## src/tlk_pkg.sv

```systemverilog
package tlk_pkg;

  // test pattern selected by i_mode, 6 and 7 behave as idle
  typedef enum logic [2:0] {
    MODE_IDLE  = 3'd0, // commas only
    MODE_COUNT = 3'd1,
    MODE_LFSR  = 3'd2,
    MODE_ALT   = 3'd3,
    MODE_LOOP  = 3'd4, // counter data, serdes loopback on
    MODE_PRBS  = 3'd5  // serdes internal prbs, pins carry commas
  } tlk_mode_e;

  // K28.5 in the low byte, sent with tklsb high
  localparam logic [15:0] COMMA_WORD = 16'hC5BC;
  localparam logic [15:0] LFSR_SEED  = 16'hACE1;

  // bound of the unrolled lfsr walk in pattern_word
  // frames up to this many words are covered
  localparam int LFSR_MAX_STEPS = 256;

  // modes that put pattern words on the lane
  function automatic logic mode_has_data(tlk_mode_e mode);
    return mode inside {MODE_COUNT, MODE_LFSR, MODE_ALT, MODE_LOOP};
  endfunction

  // fibonacci step, taps 16 14 13 11
  function automatic logic [15:0] lfsr_step(logic [15:0] s);
    return {s[0] ^ s[2] ^ s[3] ^ s[5], s[15:1]};
  endfunction

  function automatic logic [15:0] pattern_word(tlk_mode_e mode, logic [15:0] idx);
    logic [15:0] v;
    v = '0;
    case (mode)
      MODE_COUNT, MODE_LOOP: v = idx;
      MODE_LFSR: begin
        v = LFSR_SEED;
        for (int k = 0; k < LFSR_MAX_STEPS; k++) begin
          if (k < int'(idx)) v = lfsr_step(v);
        end
      end
      MODE_ALT: v = idx[0] ? 16'h5555 : 16'hAAAA;
      default: v = '0;
    endcase
    return v;
  endfunction

endpackage
```

## src/tlk_word_if.sv

```systemverilog
interface tlk_word_if;

  logic [15:0] data;
  logic        kmsb;
  logic        klsb;
  logic        valid;
  logic        sof;   // first data word after the comma
  logic [15:0] idx;   // word index inside the frame

  modport src (
    output data, kmsb, klsb, valid, sof, idx
  );

  modport snk (
    input data, kmsb, klsb, valid, sof, idx
  );

endinterface

```

## src/tlk_tx_framer.sv

```systemverilog
module tlk_tx_framer #(
  parameter int FRAME_LEN = 16
) (
  input  logic        sys_clk_50,
  input  logic        sys_rstn,
  tlk_word_if.snk     i_word,
  output logic        o_frame_end,
  output logic [15:0] o_txd,
  output logic        o_tkmsb,
  output logic        o_tklsb
);
  import tlk_pkg::*;

  logic in_frame;
  logic take;      // word belongs to a frame that started with sof

  assign take = i_word.valid && (i_word.sof || in_frame);

  // seen by the controller one cycle ahead of the pins
  assign o_frame_end = take && (i_word.idx == 16'(FRAME_LEN - 1));

  always_ff @(posedge sys_clk_50) begin
    if (!sys_rstn) begin
      in_frame <= 1'b0;
    end else if (o_frame_end) begin
      in_frame <= 1'b0;
    end else if (take && i_word.sof) begin
      in_frame <= 1'b1;
    end
  end

  // transmit pins, comma whenever there is no data
  always_ff @(posedge sys_clk_50) begin
    if (!sys_rstn) begin
      o_txd   <= COMMA_WORD;
      o_tkmsb <= 1'b0;
      o_tklsb <= 1'b1;
    end else if (take) begin
      o_txd   <= i_word.data;
      o_tkmsb <= i_word.kmsb;
      o_tklsb <= i_word.klsb;
    end else begin
      o_txd   <= COMMA_WORD;
      o_tkmsb <= 1'b0;
      o_tklsb <= 1'b1;
    end
  end

endmodule

```

## src/flat_wrapper.sv

```systemverilog
// flat-port wrapper written by rule: the top's interface ports become plain ports
module tlk_tx_framer_flat import tlk_pkg::*;
#(
  parameter int FRAME_LEN = 16
)
  (sys_clk_50, sys_rstn, o_frame_end, o_txd, o_tkmsb, o_tklsb, i_word_data, i_word_kmsb, i_word_klsb, i_word_valid, i_word_sof, i_word_idx);
  tlk_word_if i_word_i ();
  input  logic sys_clk_50;
  input  logic sys_rstn;
  output logic o_frame_end;
  output logic [15:0] o_txd;
  output logic o_tkmsb;
  output logic o_tklsb;
  input wire logic [$bits(i_word_i.data)-1:0] i_word_data;
  input wire logic [$bits(i_word_i.kmsb)-1:0] i_word_kmsb;
  input wire logic [$bits(i_word_i.klsb)-1:0] i_word_klsb;
  input wire logic [$bits(i_word_i.valid)-1:0] i_word_valid;
  input wire logic [$bits(i_word_i.sof)-1:0] i_word_sof;
  input wire logic [$bits(i_word_i.idx)-1:0] i_word_idx;
  assign i_word_i.data = i_word_data;
  assign i_word_i.kmsb = i_word_kmsb;
  assign i_word_i.klsb = i_word_klsb;
  assign i_word_i.valid = i_word_valid;
  assign i_word_i.sof = i_word_sof;
  assign i_word_i.idx = i_word_idx;
  tlk_tx_framer #(.FRAME_LEN(FRAME_LEN)) u_core (.sys_clk_50(sys_clk_50), .sys_rstn(sys_rstn), .i_word(i_word_i), .o_frame_end(o_frame_end), .o_txd(o_txd), .o_tkmsb(o_tkmsb), .o_tklsb(o_tklsb));
endmodule
```

## config.mk

```make
export PLATFORM = sky130hd
export DESIGN_NAME = tlk_tx_framer_flat
export DESIGN_NICKNAME = d
export VERILOG_FILES = /design/src/tlk_pkg.sv /design/src/tlk_word_if.sv /design/src/tlk_tx_framer.sv /design/src/flat_wrapper.sv
export SDC_FILE = /design/constraint.sdc
export NUM_CORES = 1
export LEC_CHECK = 0
export BUFFER_PORTS_ARGS = -buffer_cell sky130_fd_sc_hd__buf_4
export CAP_MARGIN = 10
export CELL_PAD_IN_SITES_DETAIL_PLACEMENT = 1
export CELL_PAD_IN_SITES_GLOBAL_PLACEMENT = 1
export CORE_MARGIN = 1.5
export CORE_UTILIZATION = 25
export DETAILED_ROUTE_END_ITERATION = 16
export PLACE_DENSITY_LB_ADDON = 0.1
export SYNTH_ARGS = -nofsm -noshare
export SYNTH_HDL_FRONTEND = slang
export SYNTH_SLANG_ARGS = --single-unit
```

## constraint.sdc

```tcl
create_clock -name sys_clk_50 -period 2.38 [get_ports sys_clk_50]
set_input_delay 0.238 -clock sys_clk_50 [delete_from_list [all_inputs] [get_ports sys_clk_50]]
set_output_delay 0.238 -clock sys_clk_50 [all_outputs]
set_load 0.01 [all_outputs]
```

# Word level (Yosys, flattened, before mapping)
# Cells that the tools add are included.
word_totals:
  inputBits: 38
  elab_cells: 12
  output_inout_bits: 19
  reg_bits: 19
op_classes:
  eq_ne: 1
  bitwise: 1
  reduce_logical: 6
op_table:
  columns: ["op", "count"]
  rows:
  - ["== test 16 x 4 -> 1 bit, second input constant", 1]
  - ["logical AND 1 bit", 3]
  - ["AND reduction 2 bit", 1]
  - ["OR reduction 2 bit", 1]
  - ["logical OR 1 bit", 1]
  - ["NOT 1 bit", 1]

# Logic depth before layout (Yosys ltp)
logic_depth:
  depth_word: 4
  depth_mapped: 4
  depth_no_buf: 3

# Least setup slack after synthesis
# OpenSTA, ideal clock, no wires.
synth_timing:
  path_type: "input -> output"
  startpoint: "input i_word_idx[8]"
  endpoint: "output o_frame_end"
  slack_ps: 935
  path_buffers: 0
  cell_stages: 2
  required_ps: 2142
  arrival_ps: 1207
  path_cell_list: "or4b_4 > nor4_1"
synth_via:
  elab_chain_cells: 2
synth_rtl:
  columns: ["item", "line", "source"]
  rows:
  - ["start: declaration", "flat_wrapper.sv:19", "input wire logic [$bits(i_word_i.idx)-1:0] i_word_idx;"]
  - ["== test 16 x 4 -> 1 bit", "tlk_tx_framer.sv:20", "assign o_frame_end = take && (i_word.idx == 16'(FRAME_LEN - 1));"]
  - ["logical AND 1 bit", "tlk_tx_framer.sv:20", null]
  - ["end: declaration", "flat_wrapper.sv:10", "output logic o_frame_end;"]
# Every way passes these cells.

# Final worst setup path
layout_timing:
  startpoint: "register u_core.in_frame"
  endpoint: "output o_frame_end"
layout_via:
  elab_chain_cells: 3
layout_rtl:
  columns: ["item", "line", "source"]
  rows:
  - ["start: declaration", "tlk_tx_framer.sv:14", "logic in_frame;"]
  - ["start signal: assignment", "tlk_tx_framer.sv:24", "in_frame <= 1'b0;"]
  - ["start signal: assignment", "tlk_tx_framer.sv:26", "in_frame <= 1'b0;"]
  - ["start signal: assignment", "tlk_tx_framer.sv:28", "in_frame <= 1'b1;"]
  - ["logical OR 1 bit", "tlk_tx_framer.sv:17", "assign take = i_word.valid && (i_word.sof || in_frame);"]
  - ["logical AND 1 bit", "tlk_tx_framer.sv:17", null]
  - ["logical AND 1 bit", "tlk_tx_framer.sv:20", null]
# Every way passes these cells.

==> flow_summary_export.csv <==
group,metric,value,unit
status,status,"finished clean",
clocking,cts_buffers,3,
synth,synth_cell_type_count,14,
grt,grt_max_degree,13,
synth,synth_edf_count,0,
final_layout,multi_input_area,193.9,um^2
synth,synth_area_leaders,"dfxtp_1, or3_1, and3_1",
sta,setup_tns,0,ns
route,drc_errors,0,
pwr,p_per_area,542.3,mW/mm^2
clocking,cts_resized,0,
placement,place_congestion,0.6320,
final_layout,n_antenna_cell,0,
pwr,ir_drop,277.5,uV
clocking,cts_tree,"built",
worst_setup_path,cp-start-kind,"flip-flop",
route,dr.pass1.iters,2,
sta,setup_viol,0,
synth,netlist_area,585.6,um^2
run,drv_cap,0,
clocking,worstSkewPairLatency,0.29,ns
sta,fin_crit_sh,0.7234,
synth,syn_nets,90,
sta,finalHoldViolCount,0,
worst_setup_path,required,2.14,ns
final_layout,area_growth,81.20,%
sta,period_minus_slack,1.722,ns
clocking,root_buffer,"clkbuf_4",
final_layout,fin_nets,149,
clocking,cts_htree_levels,1,
grt,grt_pass1_wl,2.587,mm
floorplan,die_x,51.40,um
floorplan,die_area,0.002641,mm^2
synth,async_reset_ff_frac,0,
grt,antenna_found_initial,0,
floorplan,core-area,0.002212,mm^2
hold_path,hp-class,"in -> reg",
synth,synth_top_area_cell,"dfxtp_1",
route,postRouteAntennaNets,0,
final_layout,regArea,380.4,um^2
route,vias_per_cell,4.543,
route,num_vias,627,
placement,dpl.hpwl,1.310,mm
synth,ys_ff_latch,19,
clocking,postCtsSetupRepairBufs,0,
worst_setup_path,cp_max_fo,12,
sta,rsz0062_at_grt,"no",
sta,tightest_slew,0.6493,ns
sta,fmax,0.5808,GHz
synth,ys.flop_type,"dfxtp_1",
sta,maxSlewViolCount,0,
worst_setup_path,path_class,"reg -> out",
floorplan,ioPinCount,57,
worst_setup_path,crit_arrival,1.48,ns
synth,synthCells,52,
synth,netlist.area_leader.share,0.6496,
final_layout,drive_above_1_share,0.5545,
grt,grt.total_usage,0.1359,
clocking,cts.sinks,19,
route,wire_per_inst,11.44,um
route,drt_iter0_drc,4,
synth,synth_common_cells,"dfxtp_1, or3_1, and3_1",
grt,grt_pass1_vias,612,
sta,fin_skew,0.002873,ns
grt,overflow,0,
clocking,cts_hold_buffers,0,
floorplan,num_rows,17,
final_layout,fillers,277,
clocking,cts_max_path_buffers,2,
final_layout,final_util,0.4796,
synth,syn_avg_cell_area,11.26,um^2
sta,slew_headroom,0.5642,
synth,yosysSeqAreaShare,0.6496,
worst_setup_path,setup.worst_path.end_class,"primary output",
pwr,p_leak,0.5197,nW
floorplan,die_h,51.40,um
route,drt-total-wl,1.579,mm
floorplan,start_util,0.2647,
placement,io_buffer_count,56,
clocking,clk_pin_slew_worst_paths,0.10,ns
synth,yosysMostFrequentCell,"dfxtp_1",
synth,ys_warn_count,0,
==> cell type report <==
cell class | count | share of cell area
repair buffers | 56 | 0.3962
flip-flops and latches | 19 | 0.3585
multi-input cells | 30 | 0.1828
well taps | 28 | 0.03302
clock buffers | 3 | 0.02123
clock inverters | 1 | 0.004717
inverters | 1 | 0.003538
==> logic make-up (layout without fill, tap and decap cells) <==
| group | Yosys count | count (layout) | share of synthesized area |
|---|---|---|---|
| simple gates | 26 | 26 | 0.2885 |
| flops | 19 | 19 | 0.6496 |
| compound gates | 4 | 4 | 0.04271 |
| buf+inv | 3 | 61 | 0.01923 |
==> metrics by stage <==
| step | instance area, um^2 | cells | worst slack, ns | power, mW | hold slack, ns |
|---|---|---|---|---|---|
| 3_5_place_dp | 1033 | 134 | 0.8319 | 0.4284 | 0.4272 |
| 2_1_floorplan | 585.6 | 52 | 0.9351 | 0.3618 | 0.3403 |
| 4_1_cts | 1061 | 138 | 0.6291 | 0.5876 | 0.1113 |
| 3_3_place_gp | 1033 | 134 | 0.8333 | 0.4248 | 0.4213 |
| 6_report | 1061 | 138 | 0.6583 | 0.5754 | 0.1213 |
| 5_1_grt | 1061 | 138 | 0.4878 | 0.6113 | 0.09916 |
==> power breakdown <==
| part | switching, mW | internal [mW] |
|---|---|---|
| clock | 0.0939 | 0.0625 |
| combinational | 0.0284 | 0.0582 |
| sequential | 0.00344 | 0.329 |
| total | 0.126 | 0.450 |
==> registers in the layout (all words and copies together), names as in the netlist <==
signal and count:
u_core.o_txd 16, u_core.o_tklsb 1, u_core.in_frame 1, u_core.o_tkmsb 1
==> worst max-delay path, stage by stage (launching register included) <==
cell and delay [ns]:
dfxtp_1 0.34, o21ai_1 0.53, nor4_1 0.14, buf_4 0.18
==> placed cells by master (no fill, tap or decap), drive strengths merged, types with 2 or more instances in the layout <==
cell type	netlist	layout
clkbuf	2	3
or3	11	11
buf	0	56
nor4	2	2
and3	8	8
o21a	2	2
dfxtp	19	19
==> path summary, 6_finish.rpt <==
path / to / start / cells past startpoint / slack (ns)
worst max register to register: u_core.in_frame$_SDFFE_PP0P_ / u_core.in_frame$_SDFFE_PP0P_ / 3 / 1.08
worst max-delay path: o_frame_end / u_core.in_frame$_SDFFE_PP0P_ / 3 / 0.66
worst min-delay path: u_core.o_txd[2]$_SDFF_PN1_ / i_word_data[2] / 2 / 0.12
worst min register to register: u_core.in_frame$_SDFFE_PP0P_ / u_core.in_frame$_SDFFE_PP0P_ / 3 / 0.63
==> layer usage <==
metal | part of all wire | vias to the layer above | GRT usage
li1 | - | 304 | -
met1 | 0.34 | 284 | 0.1410
met2 | 0.55 | 37 | 0.2393
met3 | 0.10 | 2 | 0.04094
met4 | 0.012 | 0 | 0.07895
met5 | 0 | - | 0
No activity file was read; power rests on OpenSTA's default activity.
