File: config.mk
export PLATFORM = sky130hd
export DESIGN_NAME = tlk_rx_align_flat
export DESIGN_NICKNAME = d
export VERILOG_FILES = /design/src/tlk_pkg.sv /design/src/tlk_word_if.sv /design/src/tlk_rx_align.sv /design/src/flat_wrapper.sv
export SDC_FILE = /design/constraint.sdc
export NUM_CORES = 1
export LEC_CHECK = 0
export ABC_AREA = 1
export BUFFER_PORTS_ARGS = -buffer_cell sky130_fd_sc_hd__buf_2
export CORE_MARGIN = 4
export CORE_UTILIZATION = 44
export DETAILED_ROUTE_END_ITERATION = 12
export PLACE_DENSITY = 0.75
export SLEW_MARGIN = 0
export SYNTH_ARGS = -nofsm -noshare
export SYNTH_HDL_FRONTEND = slang
export SYNTH_SLANG_ARGS = --single-unit
File: constraint.sdc
create_clock -name sys_clk_50 -period 1.4 [get_ports sys_clk_50]
set_clock_uncertainty 0.05 [all_clocks]
set_input_delay 0 -clock sys_clk_50 [delete_from_list [all_inputs] [get_ports sys_clk_50]]
set_output_delay 0 -clock sys_clk_50 [all_outputs]
set_load 0.01 [all_outputs]
File: src/tlk_pkg.sv
package tlk_pkg;

  // test pattern selected by i_mode, 6 and 7 behave as idle
  typedef enum logic [2:0] {
    MODE_IDLE  = 3'd0, // commas only
    MODE_COUNT = 3'd1,
    MODE_LFSR  = 3'd2,
    MODE_ALT   = 3'd3,
    MODE_LOOP  = 3'd4, // counter data, serdes loopback on
    MODE_PRBS  = 3'd5  // serdes internal prbs, pins carry commas
  } tlk_mode_e;

  // K28.5 in the low byte, sent with tklsb high
  localparam logic [15:0] COMMA_WORD = 16'hC5BC;
  localparam logic [15:0] LFSR_SEED  = 16'hACE1;

  // bound of the unrolled lfsr walk in pattern_word
  // frames up to this many words are covered
  localparam int LFSR_MAX_STEPS = 256;

  // modes that put pattern words on the lane
  function automatic logic mode_has_data(tlk_mode_e mode);
    return mode inside {MODE_COUNT, MODE_LFSR, MODE_ALT, MODE_LOOP};
  endfunction

  // fibonacci step, taps 16 14 13 11
  function automatic logic [15:0] lfsr_step(logic [15:0] s);
    return {s[0] ^ s[2] ^ s[3] ^ s[5], s[15:1]};
  endfunction

  function automatic logic [15:0] pattern_word(tlk_mode_e mode, logic [15:0] idx);
    logic [15:0] v;
    v = '0;
    case (mode)
      MODE_COUNT, MODE_LOOP: v = idx;
      MODE_LFSR: begin
        v = LFSR_SEED;
        for (int k = 0; k < LFSR_MAX_STEPS; k++) begin
          if (k < int'(idx)) v = lfsr_step(v);
        end
      end
      MODE_ALT: v = idx[0] ? 16'h5555 : 16'hAAAA;
      default: v = '0;
    endcase
    return v;
  endfunction

endpackage
File: src/tlk_word_if.sv
interface tlk_word_if;

  logic [15:0] data;
  logic        kmsb;
  logic        klsb;
  logic        valid;
  logic        sof;   // first data word after the comma
  logic [15:0] idx;   // word index inside the frame

  modport src (
    output data, kmsb, klsb, valid, sof, idx
  );

  modport snk (
    input data, kmsb, klsb, valid, sof, idx
  );

endinterface

File: src/tlk_rx_align.sv
module tlk_rx_align #(
  parameter int FRAME_LEN = 16
) (
  input  logic        sys_clk_50,
  input  logic        sys_rstn,
  input  logic [15:0] i_rxd,
  input  logic        i_rkmsb,
  input  logic        i_rklsb,
  tlk_word_if.src     o_word,
  output logic        o_locked
);
  import tlk_pkg::*;

  logic [15:0] rxd_q;
  logic        rkmsb_q;
  logic        rklsb_q;
  logic [15:0] word_cnt; // data words since the last comma
  logic        is_comma;
  logic        data_ok;

  always_ff @(posedge sys_clk_50) begin
    rxd_q <= i_rxd;
  end

  always_ff @(posedge sys_clk_50) begin
    if (!sys_rstn) begin
      rkmsb_q <= 1'b0;
      rklsb_q <= 1'b0;
    end else begin
      rkmsb_q <= i_rkmsb;
      rklsb_q <= i_rklsb;
    end
  end

  assign is_comma = (rxd_q == COMMA_WORD) && rklsb_q && !rkmsb_q;
  assign data_ok  = o_locked && !is_comma && (word_cnt < 16'(FRAME_LEN));

  assign o_word.data  = rxd_q;
  assign o_word.kmsb  = rkmsb_q;
  assign o_word.klsb  = rklsb_q;
  assign o_word.valid = data_ok;
  assign o_word.sof   = data_ok && (word_cnt == '0);
  assign o_word.idx   = word_cnt;

  always_ff @(posedge sys_clk_50) begin
    if (!sys_rstn) begin
      o_locked <= 1'b0;
      word_cnt <= '0;
    end else if (is_comma) begin
      o_locked <= 1'b1;
      word_cnt <= '0;
    end else if (data_ok) begin
      word_cnt <= word_cnt + 16'd1;
    end else if (o_locked && word_cnt == 16'(FRAME_LEN)) begin
      o_locked <= 1'b0; // comma missing after a full frame
    end
  end

endmodule

File: src/flat_wrapper.sv
// flat-port wrapper written by rule: the top's interface ports become plain ports
module tlk_rx_align_flat import tlk_pkg::*;
#(
  parameter int FRAME_LEN = 16
)
  (sys_clk_50, sys_rstn, i_rxd, i_rkmsb, i_rklsb, o_locked, o_word_data, o_word_kmsb, o_word_klsb, o_word_valid, o_word_sof, o_word_idx);
  tlk_word_if o_word_i ();
  input  logic sys_clk_50;
  input  logic sys_rstn;
  input  logic [15:0] i_rxd;
  input  logic i_rkmsb;
  input  logic i_rklsb;
  output logic o_locked;
  output wire logic [$bits(o_word_i.data)-1:0] o_word_data;
  output wire logic [$bits(o_word_i.kmsb)-1:0] o_word_kmsb;
  output wire logic [$bits(o_word_i.klsb)-1:0] o_word_klsb;
  output wire logic [$bits(o_word_i.valid)-1:0] o_word_valid;
  output wire logic [$bits(o_word_i.sof)-1:0] o_word_sof;
  output wire logic [$bits(o_word_i.idx)-1:0] o_word_idx;
  assign o_word_data = o_word_i.data;
  assign o_word_kmsb = o_word_i.kmsb;
  assign o_word_klsb = o_word_i.klsb;
  assign o_word_valid = o_word_i.valid;
  assign o_word_sof = o_word_i.sof;
  assign o_word_idx = o_word_i.idx;
  tlk_rx_align #(.FRAME_LEN(FRAME_LEN)) u_core (.sys_clk_50(sys_clk_50), .sys_rstn(sys_rstn), .i_rxd(i_rxd), .i_rkmsb(i_rkmsb), .i_rklsb(i_rklsb), .o_word(o_word_i), .o_locked(o_locked));
endmodule
Word-level counts from Yosys, hierarchy flattened
Cells that the tools add are included.
{"block": "totals", "n_memories": 0, "ff_bits": 35, "ram_bits": 0, "output_inout_bits": 37, "romBits": 0, "in_bits": 20, "latch_bits": 0, "wordCells": 26}
{"block": "op_classes", "shift": 0, "n_reduce_logical": 12, "n_mul": 0, "n_addsub": 1, "muxes": 3, "eq_ne": 3, "n_lt_le_gt_ge": 1, "div": 0, "bitwise": 1}
{"cell": "adder 16 x 1 -> 16 bit, second input constant", "count": 1}
{"cell": "== test 16 bit, second input constant", "count": 1}
{"cell": "== test 16 x 5 -> 1 bit, second input constant", "count": 1}
{"cell": "zero test 16 bit", "count": 1}
{"cell": "less-than comparator 16 x 5 -> 1 bit, second input constant", "count": 1}
{"cell": "logical AND 1 bit", "count": 6}
{"cell": "2-to-1 mux 1 bit", "count": 3}
{"cell": "zero test 1 bit", "count": 2}
{"cell": "inequality test 2 x 1 -> 1 bit, second input constant", "count": 1}
{"cell": "AND reduction 2 bit", "count": 1}
{"cell": "nonzero test 2 bit", "count": 1}
{"cell": "OR reduction 2 bit", "count": 1}
{"cell": "inverter 1 bit", "count": 1}

Longest topological paths before layout
{"block": "logic_depth", "word_depth": 8, "ltp_mapped": 9, "ltp_nobuf": 9}

Worst setup path before layout
OpenSTA, ideal clock, no wires.
{"block": "synth_timing", "path_type": "reg-to-reg", "start": "register u_core.rxd_q[10] (netlist: u_core.o_word.data[10])", "end": "register u_core.word_cnt[1] (netlist: u_core.o_word.idx[1])", "t_required_ps": 1234, "arrival_ps": 1060, "n_path_buf": 0, "path_stages_with_launch": 10, "setup_slack_ps": 174, "path_cell_list": "dfxtp_1 -> inv_1 -> nor2_1 -> nand2_1 -> nor2_1 -> nand3_2 -> nand2_4 -> inv_1 -> o21ai_0 -> nor2_1"}
{"block": "synth_via", "elab_chain_len": 6}
{"element": "from (decl)", "line_no": "tlk_rx_align.sv:14", "text": "logic [15:0] rxd_q;"}
{"element": "from (signal assigned)", "line_no": "tlk_rx_align.sv:22", "text": "rxd_q <= i_rxd;"}
{"element": "== test 16 bit *", "line_no": "tlk_rx_align.sv:35", "text": "assign is_comma = (rxd_q == COMMA_WORD) && rklsb_q && !rkmsb_q;"}
{"element": "logical AND 1 bit * (2 in a row)", "line_no": "tlk_rx_align.sv:35"}
{"element": "zero test 1 bit", "line_no": "tlk_rx_align.sv:36", "text": "assign data_ok = o_locked && !is_comma && (word_cnt < 16'(FRAME_LEN));"}
{"element": "logical AND 1 bit (2 in a row)", "line_no": "tlk_rx_align.sv:36"}
{"element": "to (signal assigned)", "line_no": "tlk_rx_align.sv:53", "text": "word_cnt <= word_cnt + 16'd1;"}
{"element": "to (decl)", "line_no": "tlk_rx_align.sv:17", "text": "logic [15:0] word_cnt;"}
Every way passes the cells marked *; elsewhere a longest branch is shown, timed or not.
A chain may end at the register's enable or synchronous reset.

Worst setup path after layout
{"block": "layout_timing", "start": "register u_core.word_cnt[11] (netlist: u_core.o_word.idx[11])", "end": "output o_word_sof"}
{"block": "layout_via", "elab_chain_len": 3}
{"element": "less-than comparator 16 x 5 -> 1 bit", "line_no": "tlk_rx_align.sv:36"}
{"element": "logical AND 1 bit", "line_no": "tlk_rx_align.sv:36"}
{"element": "logical AND 1 bit *", "line_no": "tlk_rx_align.sv:42", "text": "assign o_word.sof = data_ok && (word_cnt == '0);"}
{"element": "to (decl)", "line_no": "flat_wrapper.sv:18", "text": "output wire logic [$bits(o_word_i.sof)-1:0] o_word_sof;"}
Marks and branches as above.

==> results by group <==
Run status
  • Run status: finished with violations
  • Failing checks: negative setup slack

Final layout
  • Multi-input gate area: 410.4 sq um
  • Layout cells sized above 1: 0.5133
  • Nets: 248
  • Register Area: between 700 and 800 sq um
  • Fill cells: 181
  • Most common cell after layout, fill and taps aside: buf_2
  • Layout area overhead: 62.02%
  • Layout Utilization: 0.7619
  • Inserted Diodes: 0
  • Commonest cells after routing, fill and taps aside: buf_2 (55), dfxtp_1 (22), nor2_1 (21), dlygate4sd3_1 (21), inv_1 (19)

CTS
  • H-tree depth: 2
  • Clk_lat worst skew: between 0.3 and 0.4 ns
  • Clock transition at path regs: about 0.1 ns
  • Clock Path Buffers: 2
  • CTS tree: done
  • CTS buffer count: 5
  • Sink Count: 35
  • Clock root cell: clkbuf_4

Drt
  • Initial DRC count: 24
  • Post-Route WL: 3.420 mm
  • Via Count: 1169
  • Via-to-Cell Ratio: 4.566
  • Detail Route Antenna Nets: 0
  • First-pass DRT Iterations: 4
  • Remaining DRCs: 0
  • Routed WL per cell: between 10 and 15 um

Floorplanning
  • Initial core utilization: 0.4702
  • Ports: 57
  • Die ar.: roughly 3600 sq um
  • Chip width: between 50 and 60 um
  • Standard-cell rows: 18
  • Core ar.: 2522 sq um
  • Die height: between 50 and 60 um

Power and ir drop
  • Pwr Density: about 910 nW/um^2
  • LEAKAGE: a little under 1 nW
  • Power, Total: 1.748 mW
  • Net Sw Power: 0.4018 mW
  • Sw frac: 0.2299
  • P_int: roughly 1.3 mW
  • Clock share of power: 0.317
  • Peak supply drop: 1008 uV
  • Flop pwr share: 0.595
  • Comb pwr share: 0.087

Synthesis
  • Top-area cell type share of the netlist area: 0.5907
  • Yosys warns: 0
  • Avg Inst Size Synth: 9.054 sq um
  • Synth cell types: 21
  • Synth top area cells: dfxtp_1 (59%), inv_1 (7.9%), nor2_1 (7.9%)
  • Synthesized flop and latch total: 35
  • Yosys top cell by area: dfxtp_1
  • Post-Synthesis Cells: roughly 130
  • Mapped Area: 1186 sq um
  • Syn Nets: roughly 150
  • Register area share after synthesis: 0.5907

STA
  • Max_slew headroom: 0.7696
  • Final setup vio count: 2
  • Final hold slack: around 0.23 ns
  • Crit path setup slack, layout: -0.07595 ns
  • Final hold violation count: 0
  • Slew Viols, Final: 0
  • Final worst-path cycle share: 1.054
  • Worst slew pin tran: between 0.3 and 0.4 ns
  • RSZ-0062 raised after global routing: true
  • Minimum clock period after layout: between 1 and 1.5 ns
  • Fmax: slightly below 0.7 GHz

Setup path
  • CP Launch Type: flip-flop
  • Worst endpoint required time: between 1 and 1.5 ns
  • Worst setup EP type: output pin
  • CP max FO: 3
  • CP arrival: around 1.4 ns
  • CP Class: flip-flop to output pin

Global routing
  • GRT overflow: 0
  • Initial antenna violation count: 0
  • Total track usage: 0.2027
  • Number of global-route vias before repair: 1184
  • Largest net degree at the start of global routing: 13
  • Global-route wire length before repair: about 5.3 mm

Run
  • Max cap viols: 0

Worst hold path
  • Type of the worst min-delay path: input pin to flip-flop

Placed design
  • Final GP Congestion: 0.7447
  • Post-DP HPWL: just under 2 mm
  • PortBufs: 56
[per-layer routing]
metal	wire length, um	GRT usage	up-vias
met5	0	0	-
met4	91	0.08861	0
met3	337	0.09071	10
met2	1813	0.3673	50
met1	1178	0.1947	537
li1	-	-	572
[stage by stage]
step	worst slack [ns]	TNS [ns]	instances	instance area, sq um
finish	-0.07595	-0.09956	256	1922
global route	-0.1509	-0.8788	256	1922
CTS	-0.08548	-0.1651	253	1871
detailed placement	0.09956	0	217	1513
global placement	0.1642	0	217	1513
floorplan	0.1742	0	131	1186
[flip-flops by register name, summed over array words and instances (netlist names)]
name	cells
u_core.o_word.data	16
u_core.o_word.kmsb	1
u_core.o_word.klsb	1
u_core.o_locked	1
u_core.o_word.idx	16
[power by group through the flow]
stage	Clock, mW	Sequential (mW)	Combinational, mW
final	0.555	1.04	0.153
after global routing	0.606	1.04	0.166
after CTS	0.563	1.04	0.142
after detailed placement	0	1.06	0.0980
after global placement	0	1.06	0.0955
after floorplan	0	1.07	0.0214
[critical path, cell delays in order, from the launching register on]
cell	delay [ns]
dfxtp_2	0.33
inv_2	0.05
nand2_2	0.05
nor2_2	0.12
nand2_2	0.10
nor2_8	0.11
nand2_4	0.07
nor2_2	0.10
buf_2	0.14
[what timing repair did]
action,4_1_cts,5_1_grt
setup buffers,8,4
resized for setup,19,13
endpoints found under the hold margin,20,0
pin swaps,8,9
endpoints found under the setup margin,2,19
hold buffers,21,0
[kinds of logic after synthesis]
family,Yosys count,synth area share
adder cells (fa/ha/maj),2,0.02109
AND/OR/NAND/NOR,62,0.2732
XOR/XNOR,1,0.007385
AO/OA/AOI/OAI,3,0.01265
flip-flops,35,0.5907
buffers and inverters,28,0.09494
[Yosys cell counts, drive strengths merged]
| cell | n |
|---|---|
| dfxtp | 35 |
| ha | 2 |
| nor3 | 2 |
| o21ai | 1 |
| nand3b | 1 |
| nand4 | 1 |
| inv | 27 |
| nor2 | 29 |
| nand3 | 7 |
| buf | 1 |
| xor2 | 1 |
| a21oi | 2 |
| nand2 | 22 |
[worst paths after layout]
| path | slack [ns] | start | depth (start not counted) | to |
|---|---|---|---|---|
| hold / removal | 0.23 | i_rxd[9] | 2 | u_core.o_word.data[9] |
| hold reg to reg | 0.40 | u_core.o_word.idx[12] | 2 | u_core.o_word.idx[12] |
| setup / recovery | -0.08 | u_core.o_word.idx[11] | 8 | o_word_sof |
| setup reg to reg | 0.02 | u_core.o_word.idx[11] | 10 | u_core.o_word.idx[1] |
[cell type report]
type                       instances  area share
clock buffer                       6     0.02669
clock inverter                     1    0.002604
inverter                          27     0.05273
multi-input combinational         68      0.2135
sequential                        35      0.3730
tap                               30     0.01953
timing repair buffer              89      0.3118
(Power assumes the default switching activity.)
