$ cat config.mk
export PLATFORM = sky130hd
export DESIGN_NAME = tlk_pattern_gen_flat
export DESIGN_NICKNAME = d
export VERILOG_FILES = /design/src/tlk_pkg.sv /design/src/tlk_word_if.sv /design/src/tlk_pattern_gen.sv /design/src/flat_wrapper.sv
export SDC_FILE = /design/constraint.sdc
export NUM_CORES = 1
export LEC_CHECK = 0
export BUFFER_PORTS_ARGS = -buffer_cell sky130_fd_sc_hd__buf_2
export CAP_MARGIN = 40
export CELL_PAD_IN_SITES_DETAIL_PLACEMENT = 1
export CELL_PAD_IN_SITES_GLOBAL_PLACEMENT = 2
export CORE_UTILIZATION = 32
export DETAILED_ROUTE_END_ITERATION = 6
export GPL_ROUTABILITY_DRIVEN = 0
export PLACE_DENSITY = 0.74
export SLEW_MARGIN = 20
export SYNTH_ARGS = -nofsm -noshare
export SYNTH_HDL_FRONTEND = slang
export SYNTH_SLANG_ARGS = --single-unit
$ cat constraint.sdc
create_clock -name sys_clk_50 -period 2.4 [get_ports sys_clk_50]
set_input_delay 0.72 -clock sys_clk_50 [delete_from_list [all_inputs] [get_ports sys_clk_50]]
set_output_delay 0.72 -clock sys_clk_50 [all_outputs]
set_load 0.005 [all_outputs]
$ cat src/tlk_pkg.sv
package tlk_pkg;

  // test pattern selected by i_mode, 6 and 7 behave as idle
  typedef enum logic [2:0] {
    MODE_IDLE  = 3'd0, // commas only
    MODE_COUNT = 3'd1,
    MODE_LFSR  = 3'd2,
    MODE_ALT   = 3'd3,
    MODE_LOOP  = 3'd4, // counter data, serdes loopback on
    MODE_PRBS  = 3'd5  // serdes internal prbs, pins carry commas
  } tlk_mode_e;

  // K28.5 in the low byte, sent with tklsb high
  localparam logic [15:0] COMMA_WORD = 16'hC5BC;
  localparam logic [15:0] LFSR_SEED  = 16'hACE1;

  // bound of the unrolled lfsr walk in pattern_word
  // frames up to this many words are covered
  localparam int LFSR_MAX_STEPS = 256;

  // modes that put pattern words on the lane
  function automatic logic mode_has_data(tlk_mode_e mode);
    return mode inside {MODE_COUNT, MODE_LFSR, MODE_ALT, MODE_LOOP};
  endfunction

  // fibonacci step, taps 16 14 13 11
  function automatic logic [15:0] lfsr_step(logic [15:0] s);
    return {s[0] ^ s[2] ^ s[3] ^ s[5], s[15:1]};
  endfunction

  function automatic logic [15:0] pattern_word(tlk_mode_e mode, logic [15:0] idx);
    logic [15:0] v;
    v = '0;
    case (mode)
      MODE_COUNT, MODE_LOOP: v = idx;
      MODE_LFSR: begin
        v = LFSR_SEED;
        for (int k = 0; k < LFSR_MAX_STEPS; k++) begin
          if (k < int'(idx)) v = lfsr_step(v);
        end
      end
      MODE_ALT: v = idx[0] ? 16'h5555 : 16'hAAAA;
      default: v = '0;
    endcase
    return v;
  endfunction

endpackage
$ cat src/tlk_word_if.sv
interface tlk_word_if;

  logic [15:0] data;
  logic        kmsb;
  logic        klsb;
  logic        valid;
  logic        sof;   // first data word after the comma
  logic [15:0] idx;   // word index inside the frame

  modport src (
    output data, kmsb, klsb, valid, sof, idx
  );

  modport snk (
    input data, kmsb, klsb, valid, sof, idx
  );

endinterface

$ cat src/tlk_pattern_gen.sv
module tlk_pattern_gen #(
  parameter int FRAME_LEN = 16
) (
  input  logic               sys_clk_50,
  input  logic               sys_rstn,
  input  logic               i_run,
  input  tlk_pkg::tlk_mode_e i_mode,
  tlk_word_if.src            o_word
);
  import tlk_pkg::*;

  localparam int SLOT_W = $clog2(FRAME_LEN + 1);

  // slot 0 is the comma slot, 1..FRAME_LEN carry data
  logic [SLOT_W-1:0] slot;
  logic [15:0]       lfsr;  // value for the next data word
  logic [15:0]       idx;
  logic              send;

  assign send = i_run && mode_has_data(i_mode);
  assign idx  = 16'(slot) - 16'd1;

  // data words carry no K characters
  assign o_word.kmsb = 1'b0;
  assign o_word.klsb = 1'b0;

  always_ff @(posedge sys_clk_50) begin
    if (!sys_rstn) begin
      slot         <= '0;
      o_word.valid <= 1'b0;
      o_word.sof   <= 1'b0;
    end else if (slot == '0) begin
      o_word.valid <= 1'b0; // framer fills this with the comma
      o_word.sof   <= 1'b0;
      if (send) begin
        slot <= SLOT_W'(1);
      end
    end else if (slot == SLOT_W'(1) && !send) begin
      // run fell during the comma slot, no new frame
      slot         <= '0;
      o_word.valid <= 1'b0;
      o_word.sof   <= 1'b0;
    end else begin
      o_word.valid <= 1'b1;
      o_word.sof   <= (slot == SLOT_W'(1));
      if (slot == SLOT_W'(FRAME_LEN)) begin
        slot <= '0;
      end else begin
        slot <= slot + 1'b1;
      end
    end
  end

  always_ff @(posedge sys_clk_50) begin
    if (slot == '0) begin
      lfsr <= LFSR_SEED; // restart every frame
    end else begin
      lfsr <= lfsr_step(lfsr);
    end
    o_word.idx <= idx;
    case (i_mode)
      MODE_COUNT, MODE_LOOP: o_word.data <= idx;
      MODE_LFSR:             o_word.data <= lfsr;
      MODE_ALT:              o_word.data <= idx[0] ? 16'h5555 : 16'hAAAA;
      default:               o_word.data <= '0;
    endcase
  end

endmodule

$ cat src/flat_wrapper.sv
// flat-port wrapper written by rule: the top's interface ports become plain ports
module tlk_pattern_gen_flat import tlk_pkg::*;
#(
  parameter int FRAME_LEN = 16
)
  (sys_clk_50, sys_rstn, i_run, i_mode, o_word_data, o_word_kmsb, o_word_klsb, o_word_valid, o_word_sof, o_word_idx);
  tlk_word_if o_word_i ();
  input  logic sys_clk_50;
  input  logic sys_rstn;
  input  logic i_run;
  input  tlk_pkg::tlk_mode_e i_mode;
  output wire logic [$bits(o_word_i.data)-1:0] o_word_data;
  output wire logic [$bits(o_word_i.kmsb)-1:0] o_word_kmsb;
  output wire logic [$bits(o_word_i.klsb)-1:0] o_word_klsb;
  output wire logic [$bits(o_word_i.valid)-1:0] o_word_valid;
  output wire logic [$bits(o_word_i.sof)-1:0] o_word_sof;
  output wire logic [$bits(o_word_i.idx)-1:0] o_word_idx;
  assign o_word_data = o_word_i.data;
  assign o_word_kmsb = o_word_i.kmsb;
  assign o_word_klsb = o_word_i.klsb;
  assign o_word_valid = o_word_i.valid;
  assign o_word_sof = o_word_i.sof;
  assign o_word_idx = o_word_i.idx;
  tlk_pattern_gen #(.FRAME_LEN(FRAME_LEN)) u_core (.sys_clk_50(sys_clk_50), .sys_rstn(sys_rstn), .i_run(i_run), .i_mode(i_mode), .o_word(o_word_i));
endmodule
# == Yosys cells after proc, flatten, opt, wreduce, memory -nomap -nowiden ==
# Cells that the tools add are included.
# totals
ff_bits,55
inputBits,6
output_inout_bits,36
wordCells,34
# op_classes
addsub,2
eq_ne,7
muxes,7
bitwise,4
reduce_logical,8
# op_table
op,n
16-bit one-hot mux with 3 select lines,1
5-bit two-way mux,4
16-bit two-way mux,1
"3-bit by 2-bit == test with 1-bit output, second input constant",2
"5-bit by 1-bit subtractor with 6-bit output, second input constant",1
"5-bit by 1-bit adder with 5-bit output, second input constant",1
"5-bit by 1-bit == test with 1-bit output, second input constant",1
"5-bit == test, second input constant",1
5-bit logical NOT,1
4-bit nonzero test,1
2-bit OR reduction,2
"3-bit by 1-bit == test with 1-bit output, second input constant",1
"3-bit == test, second input constant",1
3-bit OR reduction,1
1-bit XOR,3
1-bit logical AND,2
"2-bit by 1-bit inequality test with 1-bit output, second input constant",1
1-bit logical NOT,1
1-bit two-way mux,1
1-bit NOT,1

# == Logic depth before layout (Yosys ltp) ==
# depth
depth_word,7
mapped_depth,6
mapped_depth_nobuf,6

# == Worst setup path before layout ==
# Ideal clock, no wire load.
# synth_timing
kind,input to register
start,in i_mode[0]
end,reg u_core.o_word.data[11]
setup_time_ns,0.074
arrival_time_ns,1.944
t_required_ns,2.326
setup_slack_ns,0.381
cell_stages,5
n_path_buf,2
cell_sequence,clkbuf_1 clkinv_1 or4b_4 buf_6 o211ai_2
# synth_between
elab_chain_len,3
elab_cells_between_ends,6
classes_between,4 x eq/ne; 1 x mux; 1 x reduce/logical
# synth_rtl
item,line,source
start: declaration,flat_wrapper.sv:11,input tlk_pkg::tlk_mode_e i_mode;
3-bit == test / 3-bit by 1-bit == test with 1-bit output (equally long branches),tlk_pattern_gen.sv:61,case (i_mode)
2-bit OR reduction,tlk_pattern_gen.sv:61,
16-bit one-hot mux with 3 select lines (*),tlk_pattern_gen.sv:61,
end signal: assignment,tlk_pattern_gen.sv:62,"MODE_COUNT, MODE_LOOP: o_word.data <= idx;"
end signal: assignment,tlk_pattern_gen.sv:63,MODE_LFSR: o_word.data <= lfsr;
end signal: assignment,tlk_pattern_gen.sv:64,MODE_ALT: o_word.data <= idx[0] ? 16'h5555 : 16'hAAAA;
end: declaration,tlk_word_if.sv:11,"output data, kmsb, klsb, valid, sof, idx"
# Mark *: on every way between the ends. The rest lies on a longest branch, timed or not.
# A chain may end at the register's enable or synchronous reset.

# == Final worst setup path ==
# layout_timing
start,reg u_core.slot[0]
end,reg u_core.o_word.data[10]
# layout_between
elab_cells_between_ends,3
classes_between,1 x add/sub; 2 x mux
# layout_rtl
item,line,source
start: declaration,tlk_pattern_gen.sv:15,logic [SLOT_W-1:0] slot;
start signal: assignment,tlk_pattern_gen.sv:49,slot <= slot + 1'b1;
5-bit by 1-bit subtractor with 6-bit output,tlk_pattern_gen.sv:21,assign idx = 16'(slot) - 16'd1;
net u_core.idx[10],tlk_pattern_gen.sv:17,logic [15:0] idx;
16-bit one-hot mux with 3 select lines,tlk_pattern_gen.sv:61,
# The timed path passes the listed nets, and every way through them passes these cells.

==> results.md <==
Outcome:
- The flow ran to the end, and the final reports show no timing, DRC or antenna violations.

Global route:
- For this run, global-route usage on met1 was measured as between 10% and 20%.
- The number of global-route vias before repair is roughly 1,200.
- The most used routing layer in global routing is met2.
- The global-route usage over all layers is 13.2%.
- The met3 routing resource usage after global routing is under 10%.
- The global-route wire length before repair is roughly 6000 µm.
- The global route total overflow is 0.
- The number of antenna violations at the first check in global routing is 0.
- The met2 demand-to-capacity share in global routing is 18.8%.
- Entering global routing, the biggest net connects 17 pins.

Synth:
- After synthesis, the share of cell area in mux cells is 1.17%.
- The per-instance average area after synthesis is 10.1 µm².
- The complex-gate fraction of the synthesized area is 17.0%.
- The flip-flop and latch count after synthesis is between 40 and 50.
- The register area share after synthesis is 49.7%.
- The most area-hungry cell type in the Yosys netlist is dfxtp_1.
- The post-synthesis adder-cell area fraction is 2.76%.
- In the synthesized netlist, the number of instances is roughly 180.
- The xor and xnor area share after synthesis is ~3.9%.
- The netlist uses 37 different library cells.
- The fraction of synthesized cell area taken by the top area cell type is 49.7%.
- The synthesized netlist devotes approximately 16% of its cell area to simple gates.
- The mapped netlist covers 0.00181 mm².
- The combinational family with the most area after synthesis is compound AO/OA/AOI/OAI gates.
- During synthesis, Yosys emitted a total of 0 warnings.
- In the post-synthesis netlist, the biggest area contributors are dfxtp_1 (50%), o211ai_2 (6.9%), buf_4 (5.4%).

Setup path:
- Of all nets on the critical path, the largest fanout is 11.
- The largest incremental delay on the critical path is between 0.6 and 0.7 ns.
- Walking the worst path, the cells encountered are or3_4 -> nor3_4 -> or4b_4 -> o211ai_1.
- The kind of critical path is register to register.
- The cell with the largest stage delay on the worst path is or4b_4.
- Data on the critical path is required at its endpoint by 2.62 ns.
- The worst setup path is launched from a register.
- The number of buffers and inverters on the critical path is 0.
- On the critical path the largest part of the delay comes from simple AND/OR/NAND/NOR gates.
- The kind of end point of the critical path is a register.
- Data on the critical path arrives at its endpoint at 2.08 ns.

Route:
- For this block, the via count after detailed routing is about 1,300.
- Using the TritonRoute via totals, the vias-per-cell ratio works out to 4.51.
- The number of design-rule violations left by the first detailed-router iteration is 42.
- The DRC violations left is 0.
- The detail route stage leaves a number of antenna-violating nets equal to 0.
- The number of iterations in the first detailed-routing pass is 4.
- After detailed routing, the average wire length per cell comes to ~13 µm.
- After detailed routing, the total wire length is between 3000 and 4000 µm.

Power and ir drop:
- Summing internal, switching and leakage power gives 0.00232 W.
- The power density relative to cell area is 1100 mW/mm².
- The maximum VDD drop is 415 µV.
- The leakage power figure is 0.927 nW.

Clocking:
- The number of gates resized after CTS is 0.
- The maximum buffer depth of the clock tree is 2.
- The hold-fix buffer count after cts is 0.
- At the later pin of the worst-skew pair, clock insertion delay measures 0.30 ns.
- The count of buffers added by post-CTS timing repair for setup is 0.
- Clock-pin slew was measured on the worst setup and hold paths at 0.09 ns.
- The level count of the clock H-tree is 2.
- Clock tree synthesis inserted a total of 5 buffers.
- The CTS tree is yes.
- The clock sink count is 45.
- The buffer cell driving the clock tree root is clkbuf_8.

Layout:
- Excluding fillers, the count of instances in the completed layout stands at 282.
- After the last flow step, the layout net total stands at 219.
- The number of antenna repair diodes is 0.
- The area overhead of the layout relative to synthesis is 16.5%.
- The final cell area excluding filler cells is 0.00211 mm².
- The ratio of cells with drive above 1 in the final layout is 31.9%.

Timing:
- The final count of pins violating max slew is 0.
- Between clock sinks in the finished design, the worst skew comes to 0.00801 ns.
- Based on the critical path, the design can be clocked at up to ~540 MHz.
- The routed design could run at a clock period as short as approximately 1.9 ns.
- Setup violations remaining at the end of the flow were counted as 0.
- The post-route fraction of the period consumed by the critical path is between 70% and 80%.
- The setup TNS is 0 ns.
- The tightest hold path in the finished design has a slack of 0.441 ns.
- Setup repair after global routing left no endpoint under its margin.
- The number of failing hold endpoints at the final stage is 0.

Floorplan:
- The top-level I/O count is 42.
- Row generation in the floorplan step produced 27 rows.
- The die is 77.3 µm tall.
- The placeable core area is between 0.005 and 0.006 mm².
- The die is 77.3 µm wide.
- For this configuration, the core starts out at a cell density of 33.2%.
- The floorplan step defined a die boundary enclosing 0.00597 mm².

Placement:
- Input and output buffers added on the ports amount to 39.
- The placement-stage cell area is 0.00200 mm².
- The total half-perimeter wirelength after legalization and detailed placement is 2510 µm.
- The placed cell count is ~270.

Min path:
- The tightest min-delay check is of the register to register type.

Run:
- Across the run, the number of max-cap violations was 0.
==> area by class of cell <==
class,instances,area [µm²]
inverters,7,26.3
multi-input cells,106,752
clock buffers,6,72.6
fillers,648,3360
well taps,72,90.1
clock inverters,2,38.8
repair buffers,44,233
flip-flops and latches,45,901
==> sequential cells by signal, indices dropped and copies added, names as in the netlist <==
signal               cells
u_core.o_word.idx        6
u_core.slot              5
u_core.o_word.valid      1
u_core.o_word.sof        1
u_core.lfsr             16
u_core.o_word.data      16
==> cell families after synthesis <==
logic type | after synthesis
adders and majority gates | 4
AOI/OAI and AO/OA | 41
buffers and inverters | 29
DFF | 45
and+or+nand+nor | 49
other | 1
muxes | 2
xor gates and xnor gates | 8
==> per-layer routing <==
metal / part of all wire [%] / vias up
met3: 4.7 / 7
met5: 0 / -
met1: 51 / 581
met4: 2.1 / 0
li1: - / 652
met2: 42 / 31
==> per-stage QoR <==
step                      worst slack, ns  util, %
final                               0.547     38.6
after global routing                0.447     38.6
after CTS                           0.536     38.6
after detailed placement            0.405     36.6
after global placement              0.414     36.6
after floorplan                     0.381        -
==> cells in the final DEF (no fill, tap or decap), drive strengths merged, types with 2 or more instances in the layout <==
cell and count:
a21oi 17, and2 11, buf 44, clkbuf 6, clkinv 2, conb 2, dfxtp 45, ha 4
inv 6, nand2 10, nand2b 11, nand3 2, nand4 2, nor2 2, nor2b 3, nor3 4
o211ai 12, o21ai 5, o22ai 2, xnor2 3, xor2 5
==> Yosys cell counts (all sizes together) <==
library cell  number
buf               15
clkbuf             7
o22ai              2
o32ai              1
nor3               4
xnor2              3
and2              11
or3                1
dfxtp             45
inv                6
mux2               1
nand2b            11
mux2i              1
nor3b              1
o21ba              1
o21ai              5
o221a              1
o21a               1
nand3              2
and3               1
a21oi             17
nor2               2
clkinv             1
o31a               1
xor2               5
nand2             10
o211ai            12
ha                 4
nor2b              3
conb               1
nand4              2
or4b               1
==> worst paths after layout <==
check,from,end,slack (ns),depth (start not counted)
min,u_core.lfsr[14]$_SDFF_PN0_,u_core.lfsr[13]$_SDFF_PN1_,0.44,1
min reg2reg,u_core.lfsr[14]$_SDFF_PN0_,u_core.lfsr[13]$_SDFF_PN1_,0.44,1
max reg2reg,u_core.slot[0]$_SDFFE_PN0P_,u_core.o_word.data[10]$_DFF_P_,0.55,4
max,u_core.slot[0]$_SDFFE_PN0P_,u_core.o_word.data[10]$_DFF_P_,0.55,4
==> power by group <==
group | switching, W | leakage, nW | internal (W)
clock | 0.000256 | 0.0554 | 0.000313
combinational | 0.000377 | 0.500 | 0.000346
sequential | 0.0000916 | 0.372 | 0.000941
Note: power is estimated with default switching activity, not from simulation.
