File: config.mk
export PLATFORM = sky130hd
export DESIGN_NAME = tlk_link_ctrl
export DESIGN_NICKNAME = d
export VERILOG_FILES = /design/src/tlk_pkg.sv /design/src/tlk_link_ctrl.sv
export SDC_FILE = /design/constraint.sdc
export NUM_CORES = 1
export LEC_CHECK = 0
export ABC_AREA = 0
export BUFFER_PORTS_ARGS = -buffer_cell sky130_fd_sc_hd__buf_2
export CAP_MARGIN = 10
export CORE_UTILIZATION = 47
export DETAILED_ROUTE_END_ITERATION = 8
export PLACE_DENSITY = 0.72
export SLEW_MARGIN = 20
export SYNTH_ARGS = -nofsm -noshare
export SYNTH_HDL_FRONTEND = slang
export SYNTH_SLANG_ARGS = --single-unit
File: constraint.sdc
create_clock -name sys_clk_50 -period 1.4 [get_ports sys_clk_50]
set_input_delay 0.14 -clock sys_clk_50 [delete_from_list [all_inputs] [get_ports sys_clk_50]]
set_output_delay 0.14 -clock sys_clk_50 [all_outputs]
set_load 0.005 [all_outputs]
File: src/tlk_pkg.sv
package tlk_pkg;

  // test pattern selected by i_mode, 6 and 7 behave as idle
  typedef enum logic [2:0] {
    MODE_IDLE  = 3'd0, // commas only
    MODE_COUNT = 3'd1,
    MODE_LFSR  = 3'd2,
    MODE_ALT   = 3'd3,
    MODE_LOOP  = 3'd4, // counter data, serdes loopback on
    MODE_PRBS  = 3'd5  // serdes internal prbs, pins carry commas
  } tlk_mode_e;

  // K28.5 in the low byte, sent with tklsb high
  localparam logic [15:0] COMMA_WORD = 16'hC5BC;
  localparam logic [15:0] LFSR_SEED  = 16'hACE1;

  // bound of the unrolled lfsr walk in pattern_word
  // frames up to this many words are covered
  localparam int LFSR_MAX_STEPS = 256;

  // modes that put pattern words on the lane
  function automatic logic mode_has_data(tlk_mode_e mode);
    return mode inside {MODE_COUNT, MODE_LFSR, MODE_ALT, MODE_LOOP};
  endfunction

  // fibonacci step, taps 16 14 13 11
  function automatic logic [15:0] lfsr_step(logic [15:0] s);
    return {s[0] ^ s[2] ^ s[3] ^ s[5], s[15:1]};
  endfunction

  function automatic logic [15:0] pattern_word(tlk_mode_e mode, logic [15:0] idx);
    logic [15:0] v;
    v = '0;
    case (mode)
      MODE_COUNT, MODE_LOOP: v = idx;
      MODE_LFSR: begin
        v = LFSR_SEED;
        for (int k = 0; k < LFSR_MAX_STEPS; k++) begin
          if (k < int'(idx)) v = lfsr_step(v);
        end
      end
      MODE_ALT: v = idx[0] ? 16'h5555 : 16'hAAAA;
      default: v = '0;
    endcase
    return v;
  endfunction

endpackage
File: src/tlk_link_ctrl.sv
module tlk_link_ctrl #(
  parameter int POWERUP_CYCLES = 64
) (
  input  logic               sys_clk_50,
  input  logic               sys_rstn,
  input  logic               i_start,
  input  tlk_pkg::tlk_mode_e i_mode,
  input  logic               i_stop_req,
  input  logic               i_frame_end,
  output logic               o_run,
  output tlk_pkg::tlk_mode_e o_mode,
  output logic               o_stop_ack,
  output logic               o_enable,
  output logic               o_lckrefn,
  output logic               o_loopen,
  output logic               o_prbsen,
  output logic               o_testen
);
  import tlk_pkg::*;

  localparam int PWR_W = $clog2(POWERUP_CYCLES + 1);

  typedef enum logic [1:0] {
    ST_IDLE,
    ST_RUN,
    ST_DRAIN, // stop requested, finishing the current frame
    ST_ACK
  } state_e;

  state_e           state;
  logic [PWR_W-1:0] pwr_cnt;
  logic             pwr_up;

  // serdes held in reset until the counter saturates
  always_ff @(posedge sys_clk_50) begin
    if (!sys_rstn) begin
      pwr_cnt <= '0;
      pwr_up  <= 1'b0;
    end else if (!pwr_up) begin
      if (pwr_cnt == PWR_W'(POWERUP_CYCLES - 1)) begin
        pwr_up <= 1'b1;
      end else begin
        pwr_cnt <= pwr_cnt + 1'b1;
      end
    end
  end

  assign o_enable  = pwr_up;
  assign o_lckrefn = pwr_up;
  assign o_testen  = 1'b0; // factory test mode never used

  always_ff @(posedge sys_clk_50) begin
    if (!sys_rstn) begin
      state      <= ST_IDLE;
      o_run      <= 1'b0;
      o_mode     <= MODE_IDLE;
      o_stop_ack <= 1'b0;
      o_loopen   <= 1'b0;
      o_prbsen   <= 1'b0;
    end else begin
      case (state)
        ST_IDLE: begin
          if (i_start && pwr_up && !i_stop_req) begin
            state    <= ST_RUN;
            o_run    <= 1'b1;
            o_mode   <= i_mode;
            o_loopen <= (i_mode == MODE_LOOP);
            o_prbsen <= (i_mode == MODE_PRBS);
          end
        end
        ST_RUN: begin
          if (i_stop_req) begin
            if (mode_has_data(o_mode)) begin
              state <= ST_DRAIN;
            end else begin
              // nothing framed, ack right away
              state      <= ST_ACK;
              o_run      <= 1'b0;
              o_stop_ack <= 1'b1;
              o_loopen   <= 1'b0;
              o_prbsen   <= 1'b0;
            end
          end
        end
        ST_DRAIN: begin
          if (!i_stop_req) begin
            state <= ST_RUN; // request withdrawn
          end else if (i_frame_end) begin
            state      <= ST_ACK;
            o_run      <= 1'b0;
            o_stop_ack <= 1'b1;
            o_loopen   <= 1'b0;
            o_prbsen   <= 1'b0;
          end
        end
        ST_ACK: begin
          if (!i_stop_req) begin
            state      <= ST_IDLE;
            o_stop_ack <= 1'b0;
          end
        end
        default: state <= ST_IDLE;
      endcase
    end
  end

endmodule

Yosys cells after proc, flatten, opt, wreduce, memory -nomap -nowiden:

Cells that the tools add are included.

* flip-flop bits (word level): 17
* latch bits: 0
* memory bits (writable): 0
* ROM bits: 0
* input port bits: 8
* memories kept: 0

* add/subtract/negate cells: 1
* multiply operators: 0
* divide/modulo/power cells: 0
* $lt $le $gt $ge: 0
* equality and inequality tests: 17
* shift-type cells: 0
* muxes and demuxes: 25
* bitwise operators: 2
* reduce and logical (&&, ||, !) cells: 12

Operators by type and width (number)
* 1-bit two-way mux: 15
* 2-bit != test, second input constant: 6
* 1-bit case mux with 3 select lines: 4
* 6-bit AND reduction: 2
* 2-bit two-way mux: 5
* 3-bit equality test, second input constant: 3
* 2-bit case mux with 4 select lines: 1
* 7-bit by 1-bit adder with 7-bit output, second input constant: 1
* 7-bit by 6-bit equality test with 1-bit output, second input constant: 1
* 3-bit by 2-bit equality test with 1-bit output, second input constant: 2
* 3-bit nonzero test: 2
* 2-bit equality test, second input constant: 2
* 2-bit AND reduction: 2
* 4-bit AND reduction: 1
* 4-bit nonzero test: 1
* 3-bit by 1-bit equality test with 1-bit output, second input constant: 1
* 3-bit != test, second input constant: 1
* 2-bit by 1-bit equality test with 1-bit output, second input constant: 1
* 1-bit logical AND: 2
* 2-bit logical NOT: 1
* 1-bit inverter: 2
* 1-bit logical NOT: 1

Logic depth before layout (Yosys ltp):

Gate-level depths: netlist (run 1).

* word-level depth: 5
* gate-level depth with buffers: 6

Worst setup path before layout (run 1):

No wires, ideal clock.

* kind: flip-flop to flip-flop
* from: register state[0]
* to: register state[1]
* arrival time: 1.395 ns
* data required time: 1.285 ns
* setup slack: -0.110 ns
* stages on the path, launching flop included: 7
* buffers on the path: 0
* cell sequence: dfxtp_1 -> inv_1 -> ha_1 -> a21bo_2 -> a32oi_1 -> nor3_1 -> o21a_1

* word-level cells in the longest chain between the ends: 3

RTL lines
* start, declared: RTL line tlk_link_ctrl.sv:30 `state_e state;`
* start signal, assigned: RTL line tlk_link_ctrl.sv:54 `state <= ST_IDLE;`
* start signal, assigned: RTL line tlk_link_ctrl.sv:64 `state <= ST_RUN;`
* start signal, assigned: RTL line tlk_link_ctrl.sv:74 `state <= ST_DRAIN;`
* 2-bit equality test, or another cell as far along: RTL line tlk_link_ctrl.sv:61 `case (state)`
* 3-bit != test (no line) or 2-bit != test (tied branches)
* 4-bit AND reduction (no line)

Several ways; a longest one is shown, not always the timed one.
A chain may end at the register's enable or synchronous reset.

Final worst setup path (run 1):

* from: register state[0]
* to: register o_loopen

* word-level cells in the longest chain between the ends: 3

RTL lines
* 2-bit by 1-bit equality test with 1-bit output, or another cell as far along: RTL line tlk_link_ctrl.sv:61
* 2-bit != test (no line) or 3-bit nonzero test (tied branches)
* 6-bit AND reduction (no line)
* end signal, assigned: RTL line tlk_link_ctrl.sv:67 `o_loopen <= (i_mode == MODE_LOOP);`
* end, declared: RTL line tlk_link_ctrl.sv:15 `output logic o_loopen,`

Several ways; a longest one is shown, not always the timed one.

==> out/summary.txt, run 1 <==
Status: complete, but fails checks
Failing checks: negative setup slack
Post-synth top flop: dfxtp_1
Syn Nets: 109
# fillers: 129
Worst EP required: 1610 ps
Worst Clk Skew: 4.595 ps
Largest net degree at the start of global routing: 17
Worst Hold Depth: 3
Antenna Cells: 0
First-pass GRT wire length: 3.491 mm
Die height: 46.03 um
Vias in the first global route: 827
Synth warnings: 0
Hold Buf Count CTS: 0
CTS root buffer: clkbuf_4
Startpoint Class: flop
Cell area power density: 845.1 nW/um2
Effective utilization at floorplan: 0.5163
Synthesized area: 910.9 um2
Gp weighted congestion: 0.8440
Seq/Total Area, Yosys: 0.3736
Row cnt: 15
F_max: 677.9 MHz
Critical R2R Launch: state[0]
R2R depth: 6
Post-Syn Area per Cell: 9.488 um2
Ys async rst share: 0
Via count: 814
Die span in x: 46.03 um
Initial antenna violation count: 0
Worst-Skew Late Latency: 290 ps
Maximum VDD drop: 611.7 uV
Reg2reg setup slack: -80 ps
Pre-CTS setup slack: -116.3 ps
Max Root-Sink Buffers: 2
Num CTS Buffers: 3
Setup repair after global routing missed its margin: yes
Lkg Pwr: 0.5680 nW
Final hold vios: 0
Io pins: 18
P&R area growth vs syn: 41.21%
EDFF count, synth: 0
Arrival time worst endpoint: 1690 ps
Post-Route WL: 2.230 mm
Clock transition at path regs: 100 ps
Min-Delay Path Class: primary input to flop
Flops & latches, synth: 17
TritonRoute pass-1 iters: 4
Hold_sp: i_mode[2]
CTS H-Tree Depth: 1
Path type of the worst setup path: flop to flop
Final Net Count: 142
CTS tree: yes
Layout cells sized above 1: 0.4609
Final period util: 1.054
Worst setup EP type: flop
Die Area: 2118 um2
Detailed-route DRC error count: 0
Max Slew Vio Count: 0
# clock sinks: 17
Final WS setup: -75.09 ps
# setup viols final: 4
Port Buffers: 16
Worst r2r dst: o_loopen
Gate Count Post-Synth: 96
Min Clock Period, post-route: 1475 ps
Antenna viol nets, final: 0
Initial detailed-routing violation count: 6
Worst-path maximum fanout: 3
Synth cell types: 35
Pwr Total: 1.087 mW
Critical Path Start: state[0]
Gr ovfl total: 0
MaxCap Viol Count: 0
Worst Hold End: o_mode[2]
Total track usage: 0.2325
Routed len/inst: 14.58 um
Core area: 1764 um2
Via density: 5.320
==> Yosys cell counts (all sizes together), types with 3 or more instances <==
master | n | area share
a21oi | 4 | 0.022
a31oi | 4 | 0.044
and3 | 3 | 0.021
dfxtp | 17 | 0.37
ha | 5 | 0.069
inv | 3 | 0.012
mux2i | 7 | 0.077
nand2 | 10 | 0.041
nand2b | 4 | 0.027
nor2 | 9 | 0.045
o21ai | 3 | 0.016
==> area by class of cell <==
class	instances	area, um2	area share
inverter	3	16.27	0.01265
multi-input combinational	73	666.9	0.5185
timing repair buffer	31	196.4	0.1527
clock buffer	4	26.28	0.02043
sequential	17	349.1	0.2714
tap	25	31.28	0.02432
==> kinds of logic after synthesis <==
logic type | after synthesis | share of synthesized area
AND/OR/NAND/NOR | 36 | 0.2239
AO/OA/AOI/OAI | 21 | 0.1909
flip-flops | 17 | 0.3736
multiplexers | 7 | 0.07693
buffers and inverters | 6 | 0.03296
adder cells (fa/ha/maj) | 5 | 0.06868
XOR/XNOR | 3 | 0.02885
other | 1 | 0.004117
==> placed cells by master (no fill, tap or decap), types with 3 or more instances in the layout <==
cell type	n
buf_2	16
dfxtp_1	14
buf_4	14
nand2_1	10
mux2i_1	7
nor2_1	5
nor2_4	4
and3_1	3
nand2b_1	3
a31oi_1	3
o21ai_0	3
ha_4	3
clkbuf_4	3
==> registers in the layout (all words and copies together) (netlist names) <==
register	count
o_run	1
o_prbsen	1
o_enable	1
o_stop_ack	1
o_mode	3
pwr_cnt	7
o_loopen	1
state	2
==> report_power, final <==
| part | internal [mW] | total [mW] | switching (mW) |
|---|---|---|---|
| sequential | 0.503 | 0.520 | 0.0169 |
| clock | 0.111 | 0.257 | 0.146 |
| combinational | 0.154 | 0.310 | 0.156 |
| total | 0.768 | 1.09 | 0.319 |
==> metal layers <==
layer,vias up,global-route usage,routed length (um)
li1,407,-,-
met1,391,0.2657,921
met2,14,0.4225,1250
met3,2,0.02381,42
met4,0,0.1118,17
met5,-,0,0
==> worst max path at each step <==
stage                     to  slack [ps]  depth (start not counted)
CTS                 o_loopen         -10                          6
global placement    o_prbsen        -100                          6
finish              o_loopen         -80                          6
detailed placement  o_loopen        -120                          6
floorplan           o_loopen         -10                          6
global route        o_loopen        -150                          6
==> what timing repair did <==
item / CTS / global route
gates resized for setup: 12 / 11
setup buffers: 3 / 3
setup endpoints to repair: 7 / 9
pin swaps: 8 / 4
==> stage by stage <==
step                instances  setup TNS (ps)  hold slack, ps  cell area (um2)  utilization
global route              153          -497.2           114.5             1286       0.7291
finish                    153          -167.7           109.8             1286       0.7291
detailed placement        143          -434.8           401.1             1106       0.6270
global placement          143          -337.6           388.4             1106       0.6270
CTS                       150          -30.35           94.14             1212       0.6872
floorplan                  96          -30.79           278.3            945.9            -
==> worst max-delay path, stage by stage (launching register included) <==
cell and delay (ps):
dfxtp_4 370, buf_6 120, ha_4 160, nor2_4 120, a21oi_4 60, a211oi_4 320, mux2i_1 250
Note: power is estimated with default switching activity, not from simulation.
==> run 2: changes to the inputs <==
CORE_UTILIZATION = 56   (was 47)
PLACE_DENSITY = 0.81   (was 0.72)
clock period = 1.8 ns   (was 1.4 ns; I/O delays follow)
==> out/summary.txt, run 2 (synthesis results as in run 1) <==
First-pass GRT wire length: 2.842 mm
Die Area: 1792 um2
Initial detailed-routing violation count: 12
Reg2reg setup slack: 140 ps
Worst stage delay on the critical path: 350 ps
Largest net degree at the start of global routing: 17
Lkg Pwr: 0.4831 nW
Cell area power density: 707.9 nW/um2
Critical-path cell list: inv_1 > ha_2 > a21bo_2 > a32oi_1 > nor3_1 > o21a_1
Worst Hold End: o_mode[0]
F_max: 600.6 MHz
Row cnt: 14
Core area: 1506 um2
Antenna viol nets, final: 0
R2R depth: 6
Most common cell after layout, fill and taps aside: dfxtp_1
Initial antenna violation count: 0
Gr ovfl total: 0
Critical R2R Launch: state[0]
Top flop regs: pwr_cnt: 7 flops, o_mode: 3 flops, state: 2 flops
Io pins: 18
Worst Hold Depth: 3
Placed Cells: 126
CP max-delay cell: dfxtp_1
Top delay family on crit path: compound AO/OA/AOI/OAI gates
Final hold vios: 0
Effective utilization at floorplan: 0.6047
Final setup TNS: 0 ps
# setup viols final: 0
Setup repair after global routing missed its margin: no
Non-filler cells, final: 130
CTS H-Tree Depth: 1
Worst Clk Skew: 1.437 ps
Hold Buf Count CTS: 0
Clock transition at path regs: 90 ps
Max Root-Sink Buffers: 2
Via density: 5.631
Min-Delay Path Class: primary input to flop
Hold_sp: i_mode[0]
Dpl cell area: 999.7 um2
Arrival time worst endpoint: 1850 ps
Startpoint Class: flop
WP buf/inv: 1
Resized cells post-CTS: 0
Via count: 732
Vias in the first global route: 671
Num CTS Buffers: 3
Worst r2r dst: state[1]
P&R area growth vs syn: 12.91%
Max Slew Vio Count: 0
Final Net Count: 128
Port Buffers: 16
Setup bufs post-CTS: 0
Die span in x: 42.33 um
TritonRoute pass-1 iters: 4
CTS root buffer: clkbuf_4
Die height: 42.33 um
CTS tree: yes
Layout cells sized above 1: 0.2281
Total track usage: 0.2113
Routed len/inst: 12.97 um
Worst setup EP type: flop
Post-Route WL: 1.686 mm
Detailed-route DRC error count: 0
Commonest cells after routing, fill and taps aside: dfxtp_1 (17), buf_2 (16), nand2_1 (10), nor2_1 (8), mux2i_1 (7)
Largest register FFs: 7
Top reg by flops: pwr_cnt
Worst EP required: 1980 ps
Maximum VDD drop: 550.6 uV
Worst-path maximum fanout: 7
# clock sinks: 17
Crit path depth: 6
Status: complete, no violations
Final period util: 0.9249
Worst-Skew Late Latency: 280 ps
Path type of the worst setup path: flop to flop
Gp weighted congestion: 0.8034
Dpl hpwl: 1.333 mm
Final Cell Area: 1028 um2
Antenna Cells: 0
MaxCap Viol Count: 0
Min Clock Period, post-route: 1665 ps
-- run 2: worst min-delay path, cell delays in order --
cell and delay, ps:
buf_2 90, mux2i_1 60, nor2_1 70
-- run 2: worst max path at each step --
stage,startpoint,to,slack [ps]
after global placement,state[0],o_loopen,160
after global routing,state[0],o_prbsen,9
final,state[0],state[1],140
after floorplan,state[0],state[1],290
after CTS,state[0],o_prbsen,60
after detailed placement,state[0],state[1],80
-- run 2: power breakdown --
group	internal [mW]	switching, mW
logic	0.0566	0.0718
registers	0.391	0.0123
clock network	0.0859	0.111
total	0.533	0.195
-- run 2: cell type report --
| type | instances | area (um2) |
|---|---|---|
| tap | 16 | 20.02 |
| inverter | 3 | 11.26 |
| clock buffer | 4 | 26.28 |
| fill | 135 | 478.0 |
| multi-input combinational | 73 | 543.0 |
| timing repair buffer | 17 | 87.58 |
| sequential | 17 | 340.3 |
-- run 2: per-stage QoR --
step | hold WS [ps] | util | setup slack (ps) | total power [mW]
final | 153.1 | 0.6827 | 135.1 | 0.7281
after global routing | 164.5 | 0.6827 | 9.416 | 0.7727
after CTS | 144.9 | 0.6811 | 64.59 | 0.7365
after detailed placement | 430.6 | 0.6636 | 83.10 | 0.5390
after global placement | 417.5 | 0.6636 | 156.8 | 0.5329
after floorplan | 318.3 | - | 290.2 | 0.4996
-- run 2: metal layers --
| layer | global-route usage | vias to the layer above | part of all wire |
|---|---|---|---|
| li1 | - | 374 | - |
| met1 | 0.2822 | 337 | 0.47 |
| met2 | 0.3385 | 19 | 0.48 |
| met3 | 0.03879 | 2 | 0.040 |
| met4 | 0.08125 | 0 | 0.0059 |
| met5 | 0 | - | 0 |
